<file path="src/logic/slm_pkg.sv">
// Shared definitions for the SLM controller bridge
// Widths and timing constants for UART and SPI
// Command characters and SPI register frames
// Decoder to SPI request struct and the FSM state enums

package slm_pkg;

  ////////////////////////////////////////////////////////////
  // Timing and sizes
  ////////////////////////////////////////////////////////////

  // 50 MHz / 115200 baud
  localparam int UART_CLKS_PER_BIT = 434;
  localparam int SPI_HALF_PERIOD   = 25;
  localparam int SPI_FRAME_BITS    = 16;
  // At least tReset on the modulator
  localparam int RESET_HOLD_CYCLES = 10;
  localparam int REPLY_DEPTH       = 4;

  // Counter and pointer widths
  typedef logic [7:0]                               byte_t;
  typedef logic [2:0]                               uart_bit_t;
  typedef logic [$clog2(UART_CLKS_PER_BIT)-1:0]     uart_cnt_t;
  typedef logic [$clog2(SPI_HALF_PERIOD)-1:0]       spi_cnt_t;
  typedef logic [$clog2(SPI_FRAME_BITS)-1:0]        spi_bit_t;
  typedef logic [$clog2(RESET_HOLD_CYCLES + 1)-1:0] hold_cnt_t;
  typedef logic [$clog2(REPLY_DEPTH)-1:0]           reply_ptr_t;
  typedef logic [$clog2(REPLY_DEPTH + 1)-1:0]       reply_cnt_t;

  ////////////////////////////////////////////////////////////
  // SPI frame and request
  ////////////////////////////////////////////////////////////

  // Address byte goes out first
  typedef struct packed {
    byte_t addr;
    byte_t data;
  } spi_frame_t;

  typedef struct packed {
    logic       start;
    spi_frame_t frame;
  } spi_req_t;

  // ASCII command characters from the PC
  localparam byte_t CMD_RESET    = 8'h72;
  localparam byte_t CMD_WHOAMI   = 8'h64;
  localparam byte_t CMD_SET_CLK  = 8'h73;
  localparam byte_t CMD_READ_CLK = 8'h61;

  // Identity read, clock set to 50, clock read back
  localparam spi_frame_t FRAME_WHOAMI   = '{addr: 8'hF8, data: 8'h00};
  localparam spi_frame_t FRAME_SET_CLK  = '{addr: 8'h09, data: 8'h32};
  localparam spi_frame_t FRAME_READ_CLK = '{addr: 8'h89, data: 8'h00};

  // State enums
  typedef enum logic [1:0] {UART_IDLE, UART_START, UART_DATA, UART_STOP} uart_state_t;
  typedef enum logic [1:0] {SPI_IDLE, SPI_SHIFT_LOW, SPI_SHIFT_HIGH, SPI_DONE} spi_state_t;

endpackage

</file>
<file path="src/logic/uart_rx.sv">
// UART receiver for the PC command link
// Two-flop line synchronizer and mid-bit start check
// One-cycle strobe at the middle of the stop bit

`timescale 1ns/1ns

module uart_rx (
  input  logic               i_sys_clk,
  input  logic               i_reset_all_cmd_w,
  input  logic               i_serial,
  output logic               o_valid,
  output slm_pkg::byte_t     o_byte
);

  logic                 rx_meta;
  logic                 rx_sync;
  slm_pkg::uart_state_t state;
  slm_pkg::uart_cnt_t   clk_cnt;
  slm_pkg::uart_bit_t   bit_idx;
  slm_pkg::byte_t       data_sr;

  // Line idles high
  always_ff @(posedge i_sys_clk) begin
    if (i_reset_all_cmd_w) begin
      rx_meta <= 1'b1;
      rx_sync <= 1'b1;
    end else begin
      rx_meta <= i_serial;
      rx_sync <= rx_meta;
    end
  end

  always_ff @(posedge i_sys_clk) begin
    if (i_reset_all_cmd_w) begin
      state   <= slm_pkg::UART_IDLE;
      clk_cnt <= '0;
      bit_idx <= '0;
      o_valid <= 1'b0;
    end else begin
      // Strobe lasts one cycle
      o_valid <= 1'b0;
      case (state)
        slm_pkg::UART_IDLE: begin
          clk_cnt <= '0;
          bit_idx <= '0;
          if (!rx_sync) state <= slm_pkg::UART_START;
        end
        slm_pkg::UART_START: begin
          // Recheck at half a bit to reject glitches
          if (clk_cnt == slm_pkg::uart_cnt_t'((slm_pkg::UART_CLKS_PER_BIT - 1) / 2)) begin
            clk_cnt <= '0;
            state   <= rx_sync ? slm_pkg::UART_IDLE : slm_pkg::UART_DATA;
          end else begin
            clk_cnt <= clk_cnt + 1'b1;
          end
        end
        slm_pkg::UART_DATA: begin
          if (clk_cnt == slm_pkg::uart_cnt_t'(slm_pkg::UART_CLKS_PER_BIT - 1)) begin
            clk_cnt <= '0;
            // LSB arrives first
            data_sr <= {rx_sync, data_sr[7:1]};
            bit_idx <= bit_idx + 1'b1;
            if (bit_idx == 3'd7) state <= slm_pkg::UART_STOP;
          end else begin
            clk_cnt <= clk_cnt + 1'b1;
          end
        end
        slm_pkg::UART_STOP: begin
          // Middle of the stop bit
          if (clk_cnt == slm_pkg::uart_cnt_t'(slm_pkg::UART_CLKS_PER_BIT - 1)) begin
            o_valid <= 1'b1;
            o_byte  <= data_sr;
            state   <= slm_pkg::UART_IDLE;
          end else begin
            clk_cnt <= clk_cnt + 1'b1;
          end
        end
      endcase
    end
  end

endmodule

</file>
<file path="src/logic/cmd_decode.sv">
// Command character decoder
// Maps PC characters onto SPI register frames
// Reset pulse stretcher for the SPI side and the modulator pin

`timescale 1ns/1ns

module cmd_decode (
  input  logic               i_sys_clk,
  input  logic               i_reset_all_cmd_w,
  input  logic               i_valid,
  input  slm_pkg::byte_t     i_byte,
  output slm_pkg::spi_req_t  o_req,
  output logic               o_sub_reset,
  output logic               o_slm_reset_n
);

  slm_pkg::hold_cnt_t  hold_cnt;
  logic                cmd_known;
  slm_pkg::spi_frame_t cmd_frame;
  logic                req_start;
  slm_pkg::spi_frame_t req_frame;

  // Character lookup
  always_comb begin
    cmd_known = 1'b1;
    cmd_frame = slm_pkg::FRAME_WHOAMI;
    case (i_byte)
      slm_pkg::CMD_WHOAMI:   cmd_frame = slm_pkg::FRAME_WHOAMI;
      slm_pkg::CMD_SET_CLK:  cmd_frame = slm_pkg::FRAME_SET_CLK;
      slm_pkg::CMD_READ_CLK: cmd_frame = slm_pkg::FRAME_READ_CLK;
      default:               cmd_known = 1'b0;
    endcase
  end

  ////////////////////////////////////////////////////////////
  // Reset stretcher
  ////////////////////////////////////////////////////////////

  // Load on trigger then count down
  always_ff @(posedge i_sys_clk) begin
    if (i_reset_all_cmd_w || (i_valid && i_byte == slm_pkg::CMD_RESET)) begin
      hold_cnt    <= slm_pkg::hold_cnt_t'(slm_pkg::RESET_HOLD_CYCLES);
      o_sub_reset <= 1'b1;
    end else if (hold_cnt != '0) begin
      hold_cnt    <= hold_cnt - 1'b1;
      o_sub_reset <= 1'b1;
    end else begin
      o_sub_reset <= 1'b0;
    end
  end

  // Modulator reset pin is active low
  assign o_slm_reset_n = ~o_sub_reset;

  ////////////////////////////////////////////////////////////
  // SPI request
  ////////////////////////////////////////////////////////////

  always_ff @(posedge i_sys_clk) begin
    if (i_reset_all_cmd_w) begin
      req_start <= 1'b0;
    end else begin
      req_start <= i_valid & cmd_known;
    end
  end

  // Frame held until the next known command
  always_ff @(posedge i_sys_clk) begin
    if (i_valid && cmd_known) req_frame <= cmd_frame;
  end

  assign o_req = '{start: req_start, frame: req_frame};

endmodule

</file>
<file path="src/logic/spi_master.sv">
// 16-bit mode-0 SPI master for the modulator register port
// Chip select low for the whole frame
// Return byte taken from the last eight sampled bits

`timescale 1ns/1ns

module spi_master (
  input  logic              i_sys_clk,
  input  logic              i_sub_reset,
  input  slm_pkg::spi_req_t i_req,
  input  logic              i_miso,
  output logic              o_busy,
  output logic              o_cs_n,
  output logic              o_sclk,
  output logic              o_mosi,
  output slm_pkg::byte_t    o_rx_byte
);

  slm_pkg::spi_state_t                state;
  slm_pkg::spi_cnt_t                  div_cnt;
  slm_pkg::spi_bit_t                  bit_cnt;
  logic [slm_pkg::SPI_FRAME_BITS-1:0] tx_shift;
  slm_pkg::byte_t                     rx_shift;
  logic                               half_done;

  // End of one SCK half period
  assign half_done = (div_cnt == slm_pkg::spi_cnt_t'(slm_pkg::SPI_HALF_PERIOD - 1));

  always_ff @(posedge i_sys_clk) begin
    if (i_sub_reset) begin
      state   <= slm_pkg::SPI_IDLE;
      div_cnt <= '0;
      bit_cnt <= '0;
      o_busy  <= 1'b0;
      o_cs_n  <= 1'b1;
      o_sclk  <= 1'b0;
      o_mosi  <= 1'b0;
    end else begin
      case (state)
        slm_pkg::SPI_IDLE: begin
          // Start ignored unless idle
          if (i_req.start) begin
            tx_shift <= i_req.frame;
            // First bit ready as SEN falls
            o_mosi   <= i_req.frame.addr[7];
            o_busy   <= 1'b1;
            o_cs_n   <= 1'b0;
            div_cnt  <= '0;
            bit_cnt  <= '0;
            state    <= slm_pkg::SPI_SHIFT_LOW;
          end
        end
        slm_pkg::SPI_SHIFT_LOW: begin
          if (half_done) begin
            div_cnt  <= '0;
            o_sclk   <= 1'b1;
            // Sample on the rising edge
            rx_shift <= {rx_shift[6:0], i_miso};
            state    <= slm_pkg::SPI_SHIFT_HIGH;
          end else begin
            div_cnt <= div_cnt + 1'b1;
          end
        end
        slm_pkg::SPI_SHIFT_HIGH: begin
          if (half_done) begin
            div_cnt <= '0;
            o_sclk  <= 1'b0;
            if (bit_cnt == slm_pkg::spi_bit_t'(slm_pkg::SPI_FRAME_BITS - 1)) begin
              state <= slm_pkg::SPI_DONE;
            end else begin
              // Next bit while SCK is low
              bit_cnt  <= bit_cnt + 1'b1;
              tx_shift <= {tx_shift[slm_pkg::SPI_FRAME_BITS-2:0], 1'b0};
              o_mosi   <= tx_shift[slm_pkg::SPI_FRAME_BITS-2];
              state    <= slm_pkg::SPI_SHIFT_LOW;
            end
          end else begin
            div_cnt <= div_cnt + 1'b1;
          end
        end
        slm_pkg::SPI_DONE: begin
          // One cycle after the last falling edge
          o_busy    <= 1'b0;
          o_cs_n    <= 1'b1;
          o_mosi    <= 1'b0;
          o_rx_byte <= rx_shift;
          state     <= slm_pkg::SPI_IDLE;
        end
      endcase
    end
  end

endmodule

</file>
<file path="src/logic/reply_queue.sv">
// Reply queue between the SPI master and the UART transmitter
// Writes the return byte when SPI busy falls
// Reads the head entry when the transmitter is idle

`timescale 1ns/1ns

module reply_queue (
  input  logic           i_sys_clk,
  input  logic           i_sub_reset,
  input  logic           i_spi_busy,
  input  slm_pkg::byte_t i_rx_byte,
  input  logic           i_tx_busy,
  output logic           o_send,
  output slm_pkg::byte_t o_send_byte
);

  slm_pkg::byte_t      mem [slm_pkg::REPLY_DEPTH];
  slm_pkg::reply_ptr_t wr_ptr;
  slm_pkg::reply_ptr_t rd_ptr;
  slm_pkg::reply_cnt_t count;
  logic                spi_busy_q;
  logic                full;
  logic                empty;
  logic                do_write;
  logic                do_read;

  assign full     = (count == slm_pkg::reply_cnt_t'(slm_pkg::REPLY_DEPTH));
  assign empty    = (count == '0);
  // Falling edge of SPI busy; replies dropped when full
  assign do_write = spi_busy_q & ~i_spi_busy & ~full;
  // Hold off while a send strobe is still in flight
  assign do_read  = ~empty & ~i_tx_busy & ~o_send;

  // Storage
  always_ff @(posedge i_sys_clk) begin
    if (do_write) mem[wr_ptr] <= i_rx_byte;
    if (do_read)  o_send_byte <= mem[rd_ptr];
  end

  always_ff @(posedge i_sys_clk) begin
    if (i_sub_reset) begin
      wr_ptr     <= '0;
      rd_ptr     <= '0;
      count      <= '0;
      spi_busy_q <= 1'b0;
      o_send     <= 1'b0;
    end else begin
      spi_busy_q <= i_spi_busy;
      o_send     <= do_read;
      // Pointers wrap on the power-of-two depth
      if (do_write) wr_ptr <= wr_ptr + 1'b1;
      if (do_read)  rd_ptr <= rd_ptr + 1'b1;
      case ({do_write, do_read})
        2'b10:   count <= count + 1'b1;
        2'b01:   count <= count - 1'b1;
        default: count <= count;
      endcase
    end
  end

endmodule

</file>
<file path="src/logic/uart_tx.sv">
// UART transmitter for replies to the PC
// 8N1 framing with a busy level over the whole character

`timescale 1ns/1ns

module uart_tx (
  input  logic           i_sys_clk,
  input  logic           i_reset_all_cmd_w,
  input  logic           i_send,
  input  slm_pkg::byte_t i_byte,
  output logic           o_busy,
  output logic           o_serial
);

  slm_pkg::uart_state_t state;
  slm_pkg::uart_cnt_t   clk_cnt;
  slm_pkg::uart_bit_t   bit_idx;
  slm_pkg::byte_t       data_sr;
  logic                 bit_done;

  assign bit_done = (clk_cnt == slm_pkg::uart_cnt_t'(slm_pkg::UART_CLKS_PER_BIT - 1));

  always_ff @(posedge i_sys_clk) begin
    if (i_reset_all_cmd_w) begin
      state    <= slm_pkg::UART_IDLE;
      clk_cnt  <= '0;
      bit_idx  <= '0;
      o_busy   <= 1'b0;
      o_serial <= 1'b1;
    end else begin
      // Count through every bit time outside idle
      clk_cnt <= (state == slm_pkg::UART_IDLE || bit_done) ? '0 : clk_cnt + 1'b1;
      case (state)
        slm_pkg::UART_IDLE: begin
          o_serial <= 1'b1;
          if (i_send) begin
            data_sr  <= i_byte;
            bit_idx  <= '0;
            o_busy   <= 1'b1;
            // Start bit
            o_serial <= 1'b0;
            state    <= slm_pkg::UART_START;
          end
        end
        slm_pkg::UART_START: begin
          if (bit_done) begin
            o_serial <= data_sr[0];
            state    <= slm_pkg::UART_DATA;
          end
        end
        slm_pkg::UART_DATA: begin
          if (bit_done) begin
            // LSB first
            data_sr <= {1'b0, data_sr[7:1]};
            bit_idx <= bit_idx + 1'b1;
            if (bit_idx == 3'd7) begin
              o_serial <= 1'b1;
              state    <= slm_pkg::UART_STOP;
            end else begin
              o_serial <= data_sr[1];
            end
          end
        end
        slm_pkg::UART_STOP: begin
          // Busy covers ten bit times
          if (bit_done) begin
            o_busy <= 1'b0;
            state  <= slm_pkg::UART_IDLE;
          end
        end
      endcase
    end
  end

endmodule

</file>
<file path="src/logic/slm_bridge_top.sv">
// Top level of the SLM controller bridge
// UART command in, SPI register frames out
// Modulator reply bytes back to the PC over UART

`timescale 1ns/1ns

module slm_bridge_top (
  input  logic i_sys_clk,
  input  logic i_reset_all_cmd_w,
  input  logic i_uart_rx,
  input  logic i_sout,
  output logic o_uart_tx,
  output logic o_sen,
  output logic o_sck,
  output logic o_sdat,
  output logic o_slm_reset_n
);

  ////////////////////////////////////////////////////////////
  // Interconnect
  ////////////////////////////////////////////////////////////

  logic              rx_valid;
  slm_pkg::byte_t    rx_byte;
  slm_pkg::spi_req_t spi_req;
  logic              sub_reset;
  logic              spi_busy;
  slm_pkg::byte_t    spi_rx_byte;
  logic              tx_send;
  slm_pkg::byte_t    tx_byte;
  logic              tx_busy;

  // PC command input
  uart_rx u_uart_rx (
    .i_sys_clk         (i_sys_clk),
    .i_reset_all_cmd_w (i_reset_all_cmd_w),
    .i_serial          (i_uart_rx),
    .o_valid           (rx_valid),
    .o_byte            (rx_byte)
  );

  cmd_decode u_cmd_decode (
    .i_sys_clk         (i_sys_clk),
    .i_reset_all_cmd_w (i_reset_all_cmd_w),
    .i_valid           (rx_valid),
    .i_byte            (rx_byte),
    .o_req             (spi_req),
    .o_sub_reset       (sub_reset),
    .o_slm_reset_n     (o_slm_reset_n)
  );

  // Modulator register port
  spi_master u_spi_master (
    .i_sys_clk   (i_sys_clk),
    .i_sub_reset (sub_reset),
    .i_req       (spi_req),
    .i_miso      (i_sout),
    .o_busy      (spi_busy),
    .o_cs_n      (o_sen),
    .o_sclk      (o_sck),
    .o_mosi      (o_sdat),
    .o_rx_byte   (spi_rx_byte)
  );

  reply_queue u_reply_queue (
    .i_sys_clk   (i_sys_clk),
    .i_sub_reset (sub_reset),
    .i_spi_busy  (spi_busy),
    .i_rx_byte   (spi_rx_byte),
    .i_tx_busy   (tx_busy),
    .o_send      (tx_send),
    .o_send_byte (tx_byte)
  );

  // Replies back to the PC
  uart_tx u_uart_tx (
    .i_sys_clk         (i_sys_clk),
    .i_reset_all_cmd_w (i_reset_all_cmd_w),
    .i_send            (tx_send),
    .i_byte            (tx_byte),
    .o_busy            (tx_busy),
    .o_serial          (o_uart_tx)
  );

endmodule

</file>
<file path="config.mk">
export PLATFORM = sky130hd
export DESIGN_NAME = slm_bridge_top
export DESIGN_NICKNAME = d
export VERILOG_FILES = /design/src/logic/slm_pkg.sv /design/src/logic/uart_rx.sv /design/src/logic/cmd_decode.sv /design/src/logic/spi_master.sv /design/src/logic/reply_queue.sv /design/src/logic/uart_tx.sv /design/src/logic/slm_bridge_top.sv
export SDC_FILE = /design/constraint.sdc
export NUM_CORES = 1
export LEC_CHECK = 0
export ABC_AREA = 1
export BUFFER_PORTS_ARGS = -buffer_cell sky130_fd_sc_hd__buf_2
export CAP_MARGIN = 20
export CORE_ASPECT_RATIO = 0.6
export CORE_MARGIN = 3
export CORE_UTILIZATION = 55
export DETAILED_ROUTE_END_ITERATION = 10
export GPL_TIMING_DRIVEN = 0
export PLACE_DENSITY = 0.76
export SLEW_MARGIN = 20
export SYNTH_ARGS = -nofsm -noshare
export SYNTH_HDL_FRONTEND = slang
export SYNTH_SLANG_ARGS = --single-unit
</file>
<file path="constraint.sdc">
create_clock -name i_sys_clk -period 3.4 [get_ports i_sys_clk]
set_input_delay 0.17 -clock i_sys_clk [delete_from_list [all_inputs] [get_ports i_sys_clk]]
set_output_delay 0.17 -clock i_sys_clk [all_outputs]
set_load 0.1 [all_outputs]
</file>
---- Word-level counts from Yosys, hierarchy flattened ----
Memories as Yosys holds them, arrays and structs flattened. A register that Yosys moved wholly into a read port is not among the register bits.
Cells that the tools add are included.
storage, ports and cells
  bits in registers ....................... 134
  latch bits .............................. 0
  RAM bits ................................ 32
  ROM bits ................................ 0
  bits of input ports ..................... 4
  output and inout port bits .............. 5
  word-level logic and storage cells ...... 205
  memories ................................ 1
operators by class
  add/sub/neg operators ................... 11
  $mul .................................... 0
  divide/modulo/power cells ............... 0
  magnitude comparators ................... 0
  equality and inequality tests ........... 38
  shift-type cells ........................ 0
  multiplexer cells ....................... 67
  bitwise gates (word level) .............. 13
  reductions and logical operators ........ 41
memories
  memory             words  bits a word  read ports  clocked after Yosys merged registers in  write ports  line               RTL
  u_reply_queue.mem  4      8            1           1                                        1            reply_queue.sv:17  slm_pkg::byte_t mem [slm_pkg::REPLY_DEPTH];
operators by type and width
  cell                                           count
  two-way mux 15 bit                             3
  case mux 9 bit (4 select lines)                1
  == test 8 x 7 -> 1 bit, second input constant  4
  case mux 16 bit (2 select lines)               1
  two-way mux 2 bit                              15
  case mux 15 bit (2 select lines)               1
  two-way mux 9 bit                              3
  case mux 2 bit (4 select lines)                3
  AND reduction 3 bit                            8
  != test 2 x 1 -> 1 bit, second input constant  10
  adder 9 x 1 -> 9 bit, second input constant    2
  == test 9 bit, second input constant           2
  two-way mux 1 bit                              18
  case mux 3 bit (2 select lines)                3
  two-way mux 8 bit                              2
  case mux 8 bit (2 select lines)                1
  nonzero test 2 bit                             8
  AND reduction 5 bit                            3
  == test 2 bit, second input constant           7
  two-way mux 4 bit                              3
  AND reduction 4 bit                            3
  two-way mux 5 bit                              2
  != test 2 bit, second input constant           5
  case mux 5 bit (2 select lines)                1
  other kinds (26)                               61

---- Logic depth before layout (Yosys ltp) ----
Gate-level depths: netlist of run 1.
  depth in word-level cells ............... 6
  mapped depth ............................ 11
  gate-level depth less buffers ........... 11

---- By module ----
From an unflattened synthesis of run 1, not the netlist that was laid out.
unflattened totals
  cells, all modules ...................... 752
  area total of the unflattened synthesis .. 7,305.8 um^2
by module, submodules not included
  module       instances  cells each  area each (um^2)  sequential area each (um^2)
  spi_master   1          209         1,999.4           1,231.2
  reply_queue  1          157         1,946.9           1,381.3
  uart_rx      1          153         1,492.7           820.8
  uart_tx      1          151         1,238.7           560.5
  cmd_decode   1          82          628.1             240.2

---- Least setup slack after synthesis of run 1 ----
Ideal clock, no wire load.
  kind .................................... flip-flop to flip-flop
  start point ............................. reg u_reply_queue.count[2]
  end point ............................... reg u_reply_queue.count[2]
  setup time .............................. 0.124 ns
  data arrival time ....................... 2.247 ns
  required time ........................... 3.276 ns
  slack ................................... 1.030 ns
  stages on the path, launching flop included .. 10
  buffers on the path ..................... 0
  period minus slack after synthesis ...... 2.370 ns
  cell sequence ........................... dfxtp_1 nor3_1 nor3_1 ha_1 inv_1 fa_1 a21oi_1 o21ai_0 o21ai_0 a21oi_1
on the way
  longest elaborated chain between the ends .. 6
  elaborated cells on any way between the ends .. 13
  those cells by class .................... add/sub: 2; eq/ne: 3; mux: 1; bitwise: 5; reduce/logical: 2
ends and longest elaborated chain
  item                                                                   line               RTL
  from (decl)                                                            reply_queue.sv:20  slm_pkg::reply_cnt_t count;
  from (signal assigned)                                                 reply_queue.sv:54  2'b10: count <= count + 1'b1;
  from (signal assigned)                                                 reply_queue.sv:55  2'b01: count <= count - 1'b1;
  from (signal assigned)                                                 reply_queue.sv:56  default: count <= count;
  zero test 3 bit (*)                                                    reply_queue.sv:28  assign empty = (count == '0);
  NOT 1 bit (*)                                                          reply_queue.sv:32  assign do_read = ~empty & ~i_tx_busy & ~o_send;
  bitwise AND 1 bit (*) (2 in a row)                                     reply_queue.sv:32
  net u_reply_queue.do_read                                              reply_queue.sv:25  logic do_read;
  == test 2 x 1 -> 1 bit or == test 2 bit (tied branches)                reply_queue.sv:53  case ({do_write, do_read})
  case mux 3 bit (2 select lines) or nonzero test 2 bit (tied branches)  n/a
The timed path passes the listed nets; every way through them passes the cells marked *.
A chain may end at the register's enable or synchronous reset.

---- Worst setup path in the final report of run 1 ----
Same ends and word-level chain as after synthesis.

==> summary.md, run 1 <==
| Metric | Value |
|---|---|
| Status | finished, final reports clean |
| Worst Path Required | 3720 ps |
| Endpoint class of the critical path | flip-flop |
| GP Congestion | 0.8591 |
| Max-slew headroom | 0.2982 |
| Post-DR vias/cell | 5.262 |
| Die height | 91.66 µm |
| Fin nets | between 700 and 800 |
| CORE AREA | ~12000 µm² |
| Yosys top cell area share | 0.4375 |
| Largest net degree at the start of global routing | 20 |
| FMAX | 423.6 MHz |
| Clock sink count | 161 |
| Crit path launch type | flip-flop |
| Slowest stage cell, crit path | nor3_2 |
| Ant diodes | 0 |
| Max cap viols | 0 |
| Top area cells in the synthesized netlist | edfxtp_1 44%, dfxtp_1 19%, nand2_1 7.0%, ha_1 5.2%, nor2_1 4.4% |
| Worst-path clk slew | 70 ps |
| CP top delay family | simple AND/OR/NAND/NOR gates |
| Total wire length | 12.89 mm |
| Total Die Area | 13640 µm² |
| Worst-path cell chain | nor3_1 > nor3_2 > ha_1 > inv_1 > fa_1 > a21oi_1 > o21ai_0 > o21ai_0 > a21oi_1 |
| Initial antenna violation count | 0 |
| Root Buffer | clkbuf_16 |
| Post-Syn Area per Cell | slightly above 10 µm² |
| Hpwl dp | 8.743 mm |
| Least-Margin Pin Slew | 1045 ps |
| Pre-CTS WS | 842.6 ps |
| Placed Area | 6972 µm² |
| Site row count | 30 |
| Via count | 4541 |
| P_leak | 2.947 nW |
| Fin util | 0.6550 |
| Post-route non-filler standard cell count | 863 |
| Clock skew | between 10 and 15 ps |
| #FFs+latches synth | between 150 and 200 |
| Setup bufs post-CTS | 0 |
| Gr usage total | 0.2040 |
| Ys async rst share | 0 |
| Power, Total | between 4 and 5 mW |
| Power per Cell Area | 581.3 nW/µm² |
| Starting Density | 0.5799 |
| Setup tns final | 0 ps |
| Wire length per cell | about 15 µm |
| Final setup vio count | 0 |
| First DRT Iteration DRCs | around 430 |
| Residual DRC count | 0 |
| # port buffers | 8 |
| Ys Warns | 0 |
| Vias in the first global route | 4481 |
| Hold/Removal Path Class | input port to flip-flop |
| Hold Fails Final Rpt | 0 |
| EDFF count, synth | 98 |
| Fin crit period | 2361 ps |
| Biggest area consumer among synthesized cells | edfxtp_1 |
| H-tree levels | 4 |
| Design Area, Final | 7597 µm² |
| CP Buf/Inv Count | 1 |
| CP max stage delay | around 630 ps |
| Clock buffer depth | 2 |
| IO Pins | 9 |
| Area growth, synth to finish | 12.95% |
| Hold WS | approximately 150 ps |
| RSZ-0062 raised after global routing | no |
| Crit-path max FO | 11 |
| Worst EP arrival | between 2000 and 3000 ps |
| Fillcell total | 861 |
| Syn Inst Count | 661 |
| Main flop type after synthesis | edfxtp_1 |
| Fin worst setup slack | 1039 ps |
| CTS tree | built |
| CP Class | flip-flop to flip-flop |
| Final period utilization | 0.6944 |
| Syn_nets | 694 |
| Layout cell share with drive strength beyond 1 | 0.1124 |
| Antenna Nets Post-Route | 0 |
| Number of detailed-route iterations in the first pass | 5 |
| TritonCTS buffer count | 17 |
| Slew Limit Fails | 0 |
| GRT overflow | 0 |
| Placed Instances | 829 |
| Netlist Area Pre-Place | 6726 µm² |
| Peak VDD IR | about 0.4 mV |
| Clock Latency Late Sink | 430 ps |
| Count of cell types in the netlist | 43 |
| First-pass GRT wire length | between 20 and 25 mm |
| Sequential area share after synthesis | 0.6250 |
| Die Width | 148.8 µm |
==> routing by layer <==
metal / vias to the layer above / global-route usage / routed length [µm]
met5: - / 0 / 0
met4: 0 / 0.06474 / 189
met3: 26 / 0.06272 / 703
met2: 104 / 0.3147 / 5840
met1: 2143 / 0.2792 / 6156
li1: 2268 / - / -
==> sequential cells by signal, summed over array words and instances (netlist names), 3 cells and up, named ones only <==
register / count
u_reply_queue.mem: 32
u_spi_master.tx_shift: 14
u_uart_rx.clk_cnt: 9
u_uart_tx.clk_cnt: 9
u_reply_queue.o_send_byte: 8
u_spi_master.o_rx_byte: 8
u_spi_master.rx_shift: 8
u_uart_rx.data_sr: 8
u_uart_rx.o_byte: 8
u_uart_tx.data_sr: 8
u_spi_master.div_cnt: 5
u_cmd_decode.hold_cnt: 4
u_cmd_decode.o_req: 4
u_spi_master.bit_cnt: 4
u_reply_queue.count: 3
u_uart_rx.bit_idx: 3
u_uart_tx.bit_idx: 3
==> report_power, final <==
group | internal [mW] | total, mW | switching (mW)
clock | 0.997 | 1.90 | 0.901
combinational | 0.109 | 0.348 | 0.239
sequential | 2.12 | 2.17 | 0.0469
==> final cells by class <==
cell class              instances  area (µm²)  share of cell area
repair buffers                 10       60.06            0.007905
clock buffers                  17       425.4             0.05599
clock inverters                15       177.7             0.02339
plain buffers                  11       50.05            0.006588
well taps                     160       200.2             0.02635
inverters                      81       305.3             0.04018
multi-input cells             408        2175              0.2862
flip-flops and latches        161        4204              0.5534
==> kinds of logic (layout without fill, tap and decap cells) <==
kind of cell,after synthesis,in the layout,share of synthesized area
buffers and inverters,92,134,0.05282
xor gates and xnor gates,7,7,0.009115
adders and majority gates,29,29,0.05506
DFF,161,161,0.6250
AOI/OAI and AO/OA,94,94,0.07627
and+or+nand+nor,278,278,0.1817
==> final timing paths <==
check	from	endpoint	slack, ps	cells after the start
worst max register to register	u_reply_queue.count[2]$_SDFFE_PP0P_	u_reply_queue.count[2]$_SDFFE_PP0P_	1040	9
worst min register to register	u_uart_rx.rx_meta$_SDFF_PP1_	u_uart_rx.rx_sync$_SDFF_PP1_	410	1
worst max-delay path	u_reply_queue.count[2]$_SDFFE_PP0P_	u_reply_queue.count[2]$_SDFFE_PP0P_	1040	9
worst min-delay path	i_reset_all_cmd_w	u_uart_rx.clk_cnt[2]$_SDFFE_PP0P_	150	4
==> placed cells by master, fill, tap and decap left out, types with 3 or more instances in the layout <==
master / n
nor2_2: 3
edfxtp_1: 98
a21oi_1: 35
inv_1: 70
nor3_1: 8
nand2_1: 126
nand3_1: 32
xnor2_1: 3
nand2_2: 4
inv_2: 9
o21ai_1: 7
clkbuf_1: 8
or2_2: 5
inv_8: 7
o22ai_1: 8
buf_2: 9
nand4_1: 6
xor2_1: 4
o21ai_0: 33
nor3_2: 4
nor2_1: 77
ha_1: 28
clkinv_8: 4
clkbuf_16: 17
dfxtp_1: 63
==> synthesized netlist by cell type (2+ instances only) <==
master,number
o21ai_2,2
xor2_1,4
nor2_4,2
inv_1,70
ha_1,28
or2_2,5
xnor2_1,3
a31oi_1,2
inv_2,9
a21oi_1,35
dfxtp_1,63
nand2_4,2
clkbuf_1,8
nor2_1,78
edfxtp_1,98
nand2_2,4
o21ai_0,33
o22ai_1,8
nor3_2,3
nand3_1,32
nand2_1,126
nand4_1,6
o21ai_1,7
buf_4,2
nor3b_1,2
nor2_2,2
nor3_1,9
o21a_1,2
nand3b_1,2
==> worst reg2reg max path, stage by stage (launching register included) <==
cell and delay, ps:
dfxtp_1 360, nor3_1 80, nor3_2 630, ha_1 260, inv_1 70, fa_1 380, a21oi_1 150, o21ai_0 110
o21ai_0 150, a21oi_1 50
==> repair_timing <==
item,CTS,global route
gates resized for setup,0,0
endpoints found under the hold margin,2,0
hold buffers,2,0
No activity file was read; power rests on OpenSTA's default activity.
==> inputs of run 2 (changes only) <==
ABC_AREA = 0   (was 1)
PLACE_DENSITY = 0.79   (was 0.76)
clock period = 2.1 ns   (was 3.4 ns; I/O delays follow)
==> summary.md, run 2 <==
| Metric | Value |
|---|---|
| Worst Path Required | 2450 ps |
| Largest register FFs | 32 |
| Clock buffer depth | 2 |
| Worst R2R Start | u_uart_rx.clk_cnt[1]$_SDFFE_PP0P_ |
| Ys Warns | 0 |
| Worst EP arrival | 2410 ps |
| Layout cell share with drive strength beyond 1 | 0.1610 |
| Fin nets | 604 |
| Adder-Cell Fraction of Synth Area | 0.05540 |
| Top area cells in the synthesized netlist | edfxtp_1 44%, dfxtp_1 19%, ha_1 5.2%, mux4_2 2.7%, nor2_1 2.7% |
| Largest net degree at the start of global routing | 17 |
| Fin crit period | 2051 ps |
| Wire length per cell | 16.62 µm |
| GP Congestion | between 0.8 and 0.9 |
| Die Width | 148.3 µm |
| Syn Inst Count | 535 |
| Biggest area consumer among synthesized cells | edfxtp_1 |
| TritonCTS buffer count | 17 |
| Ant diodes | 0 |
| Post-DR vias/cell | ~5.6 |
| FMAX | 487.5 MHz |
| HP Start | i_reset_all_cmd_w |
| Starting Density | 0.5782 |
| Crit-path max FO | 4 |
| Max-slew headroom | 0.4077 |
| Status | finished, final reports clean |
| Sequential area share after synthesis | 0.6289 |
| Root Buffer | clkbuf_16 |
| Hold path depth | 3 |
| FF-to-FF path depth | 6 |
| Synth Area in Simple Gates | 0.1492 |
| First-pass GRT wire length | 20.53 mm |
| Fin worst setup slack | 48.63 ps |
| Clock Latency Late Sink | 430 ps |
| Synth Area in XOR/XNOR | 0.02882 |
| Total Die Area | 13560 µm² |
| Netlist Area Pre-Place | 6685 µm² |
| H-tree levels | 4 |
| Syn_nets | roughly 570 |
| Hold EP | u_cmd_decode.o_sub_reset$_SDFF_PP1_ |
| Most instantiated library cell after synthesis | edfxtp_1 |
| Pre-CTS WS | -454.8 ps |
| Via count | 4177 |
| Fillcell total | 834 |
| Peak VDD IR | 0.5784 mV |
| Residual DRC count | 0 |
| #FFs+latches synth | between 150 and 200 |
| IO Pins | 9 |
| Clock skew | 15.94 ps |
| Hpwl dp | around 8.0 mm |
| Area growth, synth to finish | 15.12% |
| Die height | slightly above 90 µm |
| R2r setup slk | 50 ps |
| Count of cell types in the netlist | 59 |
| Power per Cell Area | 880.7 nW/µm² |
| CP Class | flip-flop to flip-flop |
| Antenna Nets Post-Route | 0 |
| Slew Limit Fails | 0 |
| Initial antenna violation count | 0 |
| Setup tns final | 0 ps |
| Regs by FF count | u_reply_queue.mem (32), u_spi_master.tx_shift (14) |
| Number of detailed-route iterations in the first pass | 5 |
| Max cap viols | 0 |
| Final period utilization | 0.9768 |
| Worst-path clk slew | 60 ps |
| Power, Total | 6.778 mW |
| Sequential Area | approximately 4200 µm² |
| Crit path launch type | flip-flop |
| Total wire length | 12.36 mm |
| P_leak | 2.636 nW |
| EDFF count, synth | 98 |
| Most common cell after layout, fill and taps aside | edfxtp_1 |
| Compound-Gate Fraction of Synth Area | 0.06083 |
| First DRT Iteration DRCs | 256 |
| Ys async rst share | 0 |
| Most frequent cells in the layout | 98 x edfxtp_1, 61 x dfxtp_1, 46 x nor2_1 |
| CTS tree | built |
| Worst Setup SP | u_uart_rx.clk_cnt[1]$_SDFFE_PP0P_ |
| Endpoint class of the critical path | flip-flop |
| GRT overflow | 0 |
| Top cells by count, synth | 98 x edfxtp_1, 63 x dfxtp_1, 48 x nor2_1 |
| Largest family of logic cells by synthesized area | simple AND/OR/NAND/NOR gates |
| Mux contribution to synthesized area | 0.04660 |
| Yosys top cell area share | 0.4402 |
| CORE AREA | 11560 µm² |
| Main flop type after synthesis | edfxtp_1 |
| Hold/Removal Path Class | input port to flip-flop |
| Post-Syn Area per Cell | around 12 µm² |
| Vias in the first global route | between 4k and 5k |
| Final setup vio count | 0 |
| Clock sink count | 161 |
| Least-Margin Pin Slew | 886.7 ps |
| Most flop-heavy register | u_reply_queue.mem |
| Area taken by multi-input logic gates | 2366 µm² |
| Hold Fails Final Rpt | 0 |
| Gr usage total | 0.1941 |
| Site row count | 30 |
| # port buffers | 8 |
run 2: cell count changes after synthesis, moves of 8 or more:
| cell | delta |
|---|---|
| mux2_2 | +9 |
| inv_2 | -9 |
| nand2_1 | -91 |
| mux4_2 | +8 |
| o21ai_0 | -17 |
| xnor2_1 | +12 |
| nand3_1 | -18 |
| and2_1 | +13 |
| nor2_1 | -30 |
| a21oi_1 | -13 |
| inv_1 | -37 |
| nand2b_1 | +12 |
| nor2b_1 | +9 |
run 2: worst max path at each step:
stage	end	slack [ps]	depth (start not counted)
6_report	flip-flop	50	6
5_1_grt	u_uart_tx.data_sr[1]$_DFFE_PP_	-3	6
4_1_cts	u_spi_master.tx_shift[6]$_SDFFCE_PP0P_	10	8
3_5_place_dp	u_spi_master.tx_shift[4]$_DFFE_PP_	-450	6
3_3_place_gp	u_reply_queue.count[2]$_SDFFE_PP0P_	-350	8
2_1_floorplan	u_reply_queue.count[2]$_SDFFE_PP0P_	-100	8
run 2: cells by family after synthesis:
| logic type | count (synthesis) |
|---|---|
| simple gates | 189 |
| flops | 161 |
| compound gates | 66 |
| buf+inv | 48 |
| fa+ha+maj | 29 |
| xor+xnor | 22 |
| mux | 20 |
run 2: stage by stage:
stage            util  instance area, µm²  std cells  hold slack [ps]
2_1_floorplan       -                6699        535            203.9
3_3_place_gp   0.6002                6939        703            287.6
3_5_place_dp   0.6002                6939        703            289.2
4_1_cts        0.6611                7644        744            156.6
5_1_grt        0.6657                7696        744            172.7
6_report       0.6657                7696        744            169.9
run 2: area by class of cell:
| cell class | count | share of cell area |
|---|---|---|
| plain buffers | 13 | 0.009917 |
| clock buffers | 20 | 0.06357 |
| clock inverters | 12 | 0.01187 |
| inverters | 33 | 0.01609 |
| multi-input cells | 326 | 0.3074 |
| flip-flops and latches | 161 | 0.5469 |
| well taps | 160 | 0.02601 |
| repair buffers | 19 | 0.01821 |
run 2: power breakdown:
group | internal, mW | leakage [nW] | switching (mW)
clock | 1.70 | 0.281 | 1.30
combinational | 0.133 | 0.922 | 0.225
sequential | 3.37 | 1.43 | 0.0481
total | 5.21 | 2.64 | 1.57
run 2: metal layers:
| metal | wire (µm) | track usage |
|---|---|---|
| met5 | 0 | 0 |
| met4 | 149 | 0.05842 |
| met3 | 685 | 0.05885 |
| met2 | 5584 | 0.2896 |
| met1 | 5943 | 0.2757 |
run 2: what timing repair did:
item | in CTS | in global routing
setup buffers | 7 | 2
endpoints found under the hold margin | 2 | 0
hold buffers | 2 | 0
gates resized for setup | 9 | 12
endpoints found under the setup margin | 49 | 54
pin swaps | 4 | 2
run 2: worst max-delay path, cell delays in order (launching register included):
cell	delay [ps]
dfxtp_1	350
inv_1	110
ha_1	160
or4b_1	430
or3_4	370
or4_1	420
a21oi_1	150
